**config.mk**
```make
export PLATFORM = sky130hd
export DESIGN_NAME = addIdxTop
export DESIGN_NICKNAME = d
export VERILOG_FILES = /design/src/addIdxPkg.sv /design/src/byteAlu.sv /design/src/opDecoder.sv /design/src/stepSequencer.sv /design/src/regFile.sv /design/src/addIdxTop.sv
export SDC_FILE = /design/constraint.sdc
export NUM_CORES = 1
export LEC_CHECK = 0
export ABC_AREA = 1
export BUFFER_PORTS_ARGS = -buffer_cell sky130_fd_sc_hd__buf_4
export CORE_UTILIZATION = 40
export CTS_CLUSTER_SIZE = 20
export DETAILED_ROUTE_END_ITERATION = 8
export HOLD_SLACK_MARGIN = 0.15
export PLACE_DENSITY = 0.56
export SLEW_MARGIN = 40
export SYNTH_ARGS = -nofsm -noshare
export SYNTH_HDL_FRONTEND = slang
export SYNTH_SLANG_ARGS = --single-unit
```
**constraint.sdc**
```tcl
create_clock -name clk -period 4.8 [get_ports clk]
set_clock_uncertainty 0.1 [all_clocks]
set_input_delay 0.24 -clock clk [delete_from_list [all_inputs] [get_ports clk]]
set_output_delay 0.24 -clock clk [all_outputs]
set_load 0.02 [all_outputs]
```
**src/addIdxPkg.sv**
```systemverilog
// ~~~~~~~~~~~~~~~~~~~~~~~~~~~~~~~~~~~~~~~~~~~~~~~~~~~~~~~~~~~
// shared types and constants for the ADD IX/IY,pp slice
// every RTL module takes what it needs by a wildcard import
// ~~~~~~~~~~~~~~~~~~~~~~~~~~~~~~~~~~~~~~~~~~~~~~~~~~~~~~~~~~~
package addIdxPkg;

    localparam int dataWidth = 8;
    localparam int wordWidth = 16;
    localparam int numPairs  = 6;

    // index prefixes
    localparam logic [dataWidth-1:0] prefixIx = 8'hDD;
    localparam logic [dataWidth-1:0] prefixIy = 8'hFD;

    // positions inside F
    localparam int flagC = 0;
    localparam int flagN = 1;
    localparam int flagH = 4;

    typedef enum logic [2:0] {
        bcPair = 3'd0,
        dePair = 3'd1,
        hlPair = 3'd2,
        spPair = 3'd3,
        ixPair = 3'd4,
        iyPair = 3'd5
    } regPair;

    typedef enum logic [1:0] {
        idleStep   = 2'd0,
        lowStep    = 2'd1,
        highStep   = 2'd2,
        reportStep = 2'd3
    } stepState;

    typedef struct packed {
        logic [dataWidth-1:0] prefix;
        logic [dataWidth-1:0] opcode;
    } instrWord;

    typedef struct packed {
        regPair               target;
        logic [wordWidth-1:0] value;
    } regLoad;

    typedef struct packed {
        logic   legal;
        regPair srcPair;
        logic   isY;
        logic   selHigh;
        logic   wrIdxLow;
        logic   wrIdxHigh;
        logic   wrFlagC;
        logic   wrFlagN;
        logic   wrFlagH;
        logic   useSavedCarry;
    } ctrlWord;

    typedef struct packed {
        logic                 supported;
        regPair               dest;
        logic [wordWidth-1:0] value;
        logic [dataWidth-1:0] fAfter;
        logic [dataWidth-1:0] fBefore;
    } addResult;

endpackage

```
**src/byteAlu.sv**
```systemverilog
// ~~~~~~~~~~~~~~~~~~~~~~~~~~~~~~~~~~~~~~~~~~~~~~~~~~~~~~~~~~~
// 8-bit adder with half carry out of bit 3 and carry out
// ~~~~~~~~~~~~~~~~~~~~~~~~~~~~~~~~~~~~~~~~~~~~~~~~~~~~~~~~~~~
`timescale 1ns/100ps

module byteAlu import addIdxPkg::*; (
    input  logic [dataWidth-1:0] opA,
    input  logic [dataWidth-1:0] opB,
    input  logic                 carryIn,
    output logic [dataWidth-1:0] sum,
    output logic                 halfCarry,
    output logic                 carryOut
);

    logic [4:0] lowNibble;
    logic [4:0] highNibble;

    // split at bit 4 so the nibble carry is visible
    assign lowNibble  = {1'b0, opA[3:0]} + {1'b0, opB[3:0]} + {4'b0, carryIn};
    assign highNibble = {1'b0, opA[7:4]} + {1'b0, opB[7:4]} + {4'b0, lowNibble[4]};

    assign sum = {highNibble[3:0], lowNibble[3:0]};

    // on the high byte this is the bit 11 carry of the word
    assign halfCarry = lowNibble[4];
    assign carryOut  = highNibble[4];

endmodule

```
**src/opDecoder.sv**
```systemverilog
// ~~~~~~~~~~~~~~~~~~~~~~~~~~~~~~~~~~~~~~~~~~~~~~~~~~~~~~~~~~~
// decodes DD/FD 00pp1001 and the current step into strobes
// ~~~~~~~~~~~~~~~~~~~~~~~~~~~~~~~~~~~~~~~~~~~~~~~~~~~~~~~~~~~
`timescale 1ns/100ps

module opDecoder import addIdxPkg::*; (
    input  instrWord instr,
    input  stepState step,
    output ctrlWord  ctrl
);

    logic       isIxPrefix;
    logic       isIyPrefix;
    logic       opMatch;
    logic       legal;
    logic [1:0] pp;

    logic lowEnable;
    logic highEnable;
    logic lowWrite;
    logic highWrite;

    regPair idxPair;
    regPair srcPair;

    // prefix match
    assign isIxPrefix = (instr.prefix == prefixIx);
    assign isIyPrefix = (instr.prefix == prefixIy);

    // 00pp1001
    assign opMatch = (instr.opcode[7:6] == 2'b00) && (instr.opcode[3:0] == 4'b1001);

    assign legal = (isIxPrefix | isIyPrefix) & opMatch;
    assign pp    = instr.opcode[5:4];

    assign idxPair = isIyPrefix ? iyPair : ixPair;

    // pp = 10 names the index register itself, not HL
    always_comb begin
        case (pp)
            2'b00:   srcPair = bcPair;
            2'b01:   srcPair = dePair;
            2'b10:   srcPair = idxPair;
            default: srcPair = spPair;
        endcase
    end

    assign lowEnable  = (step == lowStep);
    assign highEnable = (step == highStep);

    // an unsupported pair walks through the steps without writing
    assign lowWrite  = lowEnable & legal;
    assign highWrite = highEnable & legal;

    assign ctrl.legal   = legal;
    assign ctrl.srcPair = srcPair;
    assign ctrl.isY     = isIyPrefix;

    // low step: low bytes, carry in forced to 0
    assign ctrl.wrIdxLow = lowWrite;

    // high step: high bytes with the saved carry, flags land here
    assign ctrl.selHigh       = highEnable;
    assign ctrl.useSavedCarry = highEnable;
    assign ctrl.wrIdxHigh     = highWrite;
    assign ctrl.wrFlagC       = highWrite;
    assign ctrl.wrFlagN       = highWrite;
    assign ctrl.wrFlagH       = highWrite;

endmodule

```
**src/stepSequencer.sv**
```systemverilog
// ~~~~~~~~~~~~~~~~~~~~~~~~~~~~~~~~~~~~~~~~~~~~~~~~~~~~~~~~~~~
// step counter FSM with instruction and result handshakes
// holds the instruction and the low-byte carry between steps
// ~~~~~~~~~~~~~~~~~~~~~~~~~~~~~~~~~~~~~~~~~~~~~~~~~~~~~~~~~~~
`timescale 1ns/100ps

module stepSequencer import addIdxPkg::*; (
    input  logic     clk,
    input  logic     rstN,
    input  logic     instrValid,
    output logic     instrReady,
    input  instrWord instr,
    output instrWord curInstr,
    input  logic     legal,
    input  logic     useCarry,
    input  logic     carryOut,
    output stepState step,
    output logic     savedCarry,
    output logic     resValid,
    input  logic     resReady
);

    stepState stepQ;
    stepState stepD;
    instrWord instrQ;
    logic     carryQ;
    logic     accept;

    assign instrReady = (stepQ == idleStep);
    assign resValid   = (stepQ == reportStep);
    assign accept     = instrValid & instrReady;

    always_comb begin
        stepD = stepQ;
        case (stepQ)
            idleStep:   if (accept) stepD = lowStep;
            lowStep:    stepD = legal ? highStep : reportStep;
            highStep:   stepD = reportStep;
            reportStep: if (resReady) stepD = idleStep;
            default:    stepD = idleStep;
        endcase
    end

    always_ff @(posedge clk) begin
        if (!rstN) begin
            stepQ <= idleStep;
        end else begin
            stepQ <= stepD;
        end
    end

    always_ff @(posedge clk) begin
        if (accept) begin
            instrQ <= instr;
        end
        if (stepQ == lowStep) begin
            carryQ <= carryOut;
        end
    end

    assign step       = stepQ;
    assign curInstr   = instrQ;
    assign savedCarry = carryQ & useCarry;

    // a result waiting on the consumer must not vanish
    holdResult: assert property (@(posedge clk) disable iff (!rstN)
        resValid && !resReady |=> resValid);

endmodule

```
**src/regFile.sv**
```systemverilog
// ~~~~~~~~~~~~~~~~~~~~~~~~~~~~~~~~~~~~~~~~~~~~~~~~~~~~~~~~~~~
// register pairs and F, byte operand selects, result record
// ~~~~~~~~~~~~~~~~~~~~~~~~~~~~~~~~~~~~~~~~~~~~~~~~~~~~~~~~~~~
`timescale 1ns/100ps

module regFile import addIdxPkg::*; (
    input  logic                 clk,
    input  logic                 rstN,
    input  logic                 loadValid,
    input  regLoad               load,
    input  ctrlWord              ctrl,
    input  logic [dataWidth-1:0] sum,
    input  logic                 halfCarry,
    input  logic                 carryOut,
    output logic [dataWidth-1:0] opA,
    output logic [dataWidth-1:0] opB,
    output addResult             res
);

    logic [wordWidth-1:0] pairQ [numPairs];
    logic [dataWidth-1:0] fQ;
    logic [dataWidth-1:0] fPrevQ;

    regPair               idxSel;
    logic [wordWidth-1:0] idxWord;
    logic [wordWidth-1:0] srcWord;

    assign idxSel  = ctrl.isY ? iyPair : ixPair;
    assign idxWord = pairQ[idxSel];
    assign srcWord = pairQ[ctrl.srcPair];

    // index register on A, source pair on B
    assign opA = ctrl.selHigh ? idxWord[15:8] : idxWord[7:0];
    assign opB = ctrl.selHigh ? srcWord[15:8] : srcWord[7:0];

    always_ff @(posedge clk) begin
        if (!rstN) begin
            for (int i = 0; i < numPairs; i++) begin
                pairQ[i] <= '0;
            end
            fQ <= '0;
        end else begin
            if (ctrl.wrIdxLow) begin
                pairQ[idxSel][7:0] <= sum;
            end
            if (ctrl.wrIdxHigh) begin
                pairQ[idxSel][15:8] <= sum;
            end
            // S, Z and P/V are left alone
            if (ctrl.wrFlagC) begin
                fQ[flagC] <= carryOut;
            end
            if (ctrl.wrFlagN) begin
                fQ[flagN] <= 1'b0;
            end
            if (ctrl.wrFlagH) begin
                fQ[flagH] <= halfCarry;
            end
            if (loadValid) begin
                pairQ[load.target] <= load.value;
            end
        end
    end

    // snapshot of F taken while the low byte is written
    always_ff @(posedge clk) begin
        if (ctrl.wrIdxLow) begin
            fPrevQ <= fQ;
        end
    end

    assign res.supported = ctrl.legal;
    assign res.dest      = idxSel;
    assign res.value     = idxWord;
    assign res.fAfter    = fQ;
    assign res.fBefore   = ctrl.legal ? fPrevQ : fQ;

    // both halves of one add go to the same index register
    sameIndex: assert property (@(posedge clk) disable iff (!rstN)
        ctrl.wrIdxLow |=> ctrl.wrIdxHigh && ctrl.isY == $past(ctrl.isY));

    // preloads only arrive while the sequencer is idle
    loadWhenIdle: assert property (@(posedge clk) disable iff (!rstN)
        loadValid |-> !(ctrl.selHigh || ctrl.wrIdxLow || ctrl.wrIdxHigh));

endmodule

```
**src/addIdxTop.sv**
```systemverilog
// ~~~~~~~~~~~~~~~~~~~~~~~~~~~~~~~~~~~~~~~~~~~~~~~~~~~~~~~~~~~
// ADD IX/IY,pp execution slice, one instruction in flight
// ~~~~~~~~~~~~~~~~~~~~~~~~~~~~~~~~~~~~~~~~~~~~~~~~~~~~~~~~~~~
`timescale 1ns/100ps

module addIdxTop import addIdxPkg::*; (
    input  logic     clk,
    input  logic     rstN,
    input  logic     instrValid,
    output logic     instrReady,
    input  instrWord instr,
    input  logic     loadValid,
    input  regLoad   load,
    output logic     resValid,
    input  logic     resReady,
    output addResult res
);

    stepState             step;
    instrWord             curInstr;
    ctrlWord              ctrl;
    logic                 savedCarry;
    logic [dataWidth-1:0] opA;
    logic [dataWidth-1:0] opB;
    logic [dataWidth-1:0] sum;
    logic                 halfCarry;
    logic                 carryOut;

    stepSequencer seq (
        .clk(clk),
        .rstN(rstN),
        .instrValid(instrValid),
        .instrReady(instrReady),
        .instr(instr),
        .curInstr(curInstr),
        .legal(ctrl.legal),
        .useCarry(ctrl.useSavedCarry),
        .carryOut(carryOut),
        .step(step),
        .savedCarry(savedCarry),
        .resValid(resValid),
        .resReady(resReady)
    );

    opDecoder dec (
        .instr(curInstr),
        .step(step),
        .ctrl(ctrl)
    );

    regFile regs (
        .clk(clk),
        .rstN(rstN),
        .loadValid(loadValid),
        .load(load),
        .ctrl(ctrl),
        .sum(sum),
        .halfCarry(halfCarry),
        .carryOut(carryOut),
        .opA(opA),
        .opB(opB),
        .res(res)
    );

    byteAlu alu (
        .opA(opA),
        .opB(opB),
        .carryIn(savedCarry),
        .sum(sum),
        .halfCarry(halfCarry),
        .carryOut(carryOut)
    );

endmodule

```
==> reports/results.tsv <==
metric	value	unit
simple logic cell fraction of the synthesized area	0.227	
first-pass GRT wire length	23.0	mm
Post-Syn Area per Cell	9.10	µm²
CP endpoint kind	flop	
FF-to-FF path depth	22	
Tmin final	4.48	ns
wire length on met3	960	µm
Fin. Hold Viols	0	
wl on met1	6.20	mm
CP startpoint kind	flop	
synthesis-to-finish area growth	22.6	%
mux contribution to synthesized area	0	
Critical R2R Capture	regs.pairQ[5][14]$_DFFE_PP_	
final setup fails	0	
CTS tree	built	
Worst Hold Depth	5	
footprint of the multi-input gates	2060	µm²
Num CTS Buffers	9	
Syn Inst Count	618	
NumNets Final	776	
I/O pin total	78	
Row Count	42	
fmax	223	MHz
Ys Warns	0	
sequential-to-total area share from yosys stat	0.543	
Final Wtd Congestion	0.892	
Clock transition at path regs	0.07	ns
synthesis-stage register bit count	103	
CP arrival	4.46	ns
top_reg_cell synth	edfxtp_1	
commonest cells after routing, fill and taps aside	nand2_1 (159), edfxtp_1 (99), buf_4 (83)	
initial antenna violation count	0	
commonest non-fill, non-tap cell in the layout	nand2_1	
fillers	1286	
Initial Util	0.418	
Final period util	0.934	
Fin Hold WS	0.248	ns
vias in the first global route	4376	
hold crit path type	input pin to flop	
leakage power	0.00305	µW
layout cells sized above 1	0.190	
setup slack, reg-to-reg	0.32	ns
Slew Viols, Final	0	
met2 WL	7.38	mm
Peak VDD IR	0.186	mV
n_diodes	0	
count of cell types in the netlist	37	
adder-cell share of the synthesized area	0.0365	
largest net degree at the start of global routing	27	
WL final	14.8	mm
initial DRC count	311	
DP HPWL	10.9	mm
Core ar.	13500	µm²
Overall Power	2840	µW
die extent in x	121	µm
full die area	14500	µm²
later-pin clock latency in the skew report	0.35	ns
Routed WL per cell	16.4	µm
Critical Path RT	4.77	ns
Max-Cap Viols	0	
Clock Sink Count	103	
cell area after synthesis	5620	µm²
Post-DRT Antenna Nets	0	
drt first pass iters	5	
Slew HR	0.466	
# DRC	0	
Die Y-Extent	121	µm
CTS H-tree lvls	3	
Register Area	3050	µm²
status	complete, no violations	
setup_tns	0	ns
WHS Endpoint	seq.step[0]$_SDFFE_PN0P_	
Post-synth EDFFs	99	
RR Startpoint	seq.curInstr[9]$_DFFE_PP_	
Tot GR Track Use	0.215	
largest family of logic cells by synthesized area	simple AND/OR/NAND/NOR gates	
PwrDens	412	nW/µm²
highest metal used	met4	
Max clock buf depth	2	
vias post-DR	4516	
root buffer cell	clkbuf_16	
DR vias/cell	5.01	
unrepaired setup endpoints after global routing	false	
final instance area	6900	µm²
worst hold start	instrValid	
crit path max fanout	4	
global route overflow	0	
Synth Area in Compound Gates	0.0859	
Tightest Pin Transition	0.799	ns
port bufs	63	
Cell Area, Placed	6170	µm²
Crit Path Class	flop to flop	
asr flop ratio synth	0	
xor and xnor area share after synthesis	0.00312	
-- cells by family after synthesis --
logic type	count (synthesis)
simple gates	302
buf+inv	113
flops	103
compound gates	82
fa+ha+maj	14
xor+xnor	2
other cells	2
-- flip-flops by register name (all words and copies together), names as in the netlist --
name / flops
seq.curInstr: 16
seq.step: 2
regs.fQ: 2
seq.carryQ: 1
regs.fPrevQ: 2
regs.pairQ: 80
-- Yosys cell counts, types with 4 or more instances --
cell,count,share of area
a21oi_1,21,0.019
buf_2,4,0.0036
buf_4,22,0.029
buf_6,5,0.010
clkbuf_1,8,0.0053
dfxtp_1,4,0.014
edfxtp_1,99,0.53
fa_1,4,0.014
ha_1,10,0.022
inv_1,70,0.047
nand2_1,159,0.11
nand2_2,6,0.0067
nand3_1,28,0.025
nand4_1,6,0.0067
nor2_1,81,0.054
nor2_2,12,0.013
o21ai_0,33,0.029
o21ai_1,7,0.0062
o21ai_2,4,0.0062
-- repair_timing --
item	in CTS	in global routing
buffers inserted	0	6
gates resized for setup	0	8
setup endpoints to repair	0	4
endpoints found under the hold margin	34	0
hold buffers	36	0
-- metal layers --
layer / up-vias / global-route usage
met5: - / 0
met2: 145 / 0.367
li1: 2197 / -
met1: 2157 / 0.281
met3: 17 / 0.0255
met4: 0 / 0.0748
-- layout make-up --
type                            instances  share of cell area
Timing Repair Buffer                  121               0.146
Sequential cell                       103               0.443
Clock buffer                            9              0.0327
Clock inverter                          5             0.00853
Tap cell                              176              0.0319
Multi-Input combinational cell        414               0.298
Inverter                               73              0.0403
-- worst max-delay path, stage by stage, from the launching register on --
cell	delay, ns
edfxtp_1	0.36
inv_1	0.06
nand2_1	0.07
nor2_4	0.19
nand2_2	0.12
inv_2	0.10
nand2_1	0.05
nand2_1	0.07
nor2_1	0.05
a31oi_1	0.23
fa_2	0.26
inv_1	0.06
fa_1	0.43
or2_2	0.32
nand2_1	0.07
a21oi_1	0.10
fa_1	0.47
fa_1	0.44
or2_2	0.32
nand2_1	0.10
nor2_2	0.05
nand2_1	0.09
o21ai_0	0.09
-- power breakdown --
group	total [µW]	switching [µW]	internal, µW	leakage (µW)
clock	724	324	401	0.000136
combinational	992	614	378	0.00193
sequential	1120	39.1	1090	0.000979
-- per-stage QoR --
| step | utilization | setup WS, ns | cells |
|---|---|---|---|
| after global routing | 0.513 | 0.00539 | 901 |
| after floorplan | - | 0.482 | 630 |
| final | 0.513 | 0.316 | 901 |
| after CTS | 0.507 | 0.184 | 895 |
| after global placement | 0.459 | 0.286 | 844 |
| after detailed placement | 0.459 | 0.197 | 845 |
-- worst max path at each step --
stage / startpoint / endpoint / slack, ns / cells past startpoint
floorplan: seq.step[0]$_SDFFE_PN0P_ / regs.pairQ[5][14]$_DFFE_PP_ / 0.48 / 20
detailed placement: seq.curInstr[9]$_DFFE_PP_ / regs.pairQ[5][6]$_DFFE_PP_ / 0.20 / 23
global route: seq.curInstr[12]$_DFFE_PP_ / regs.pairQ[5][6]$_DFFE_PP_ / 0.005 / 21
finish: seq.curInstr[9]$_DFFE_PP_ / regs.pairQ[5][14]$_DFFE_PP_ / 0.32 / 22
global placement: seq.curInstr[9]$_DFFE_PP_ / regs.pairQ[5][6]$_DFFE_PP_ / 0.29 / 23
CTS: seq.curInstr[9]$_DFFE_PP_ / regs.pairQ[5][6]$_DFFE_PP_ / 0.18 / 23
Power figures use the tool's default switching activity.
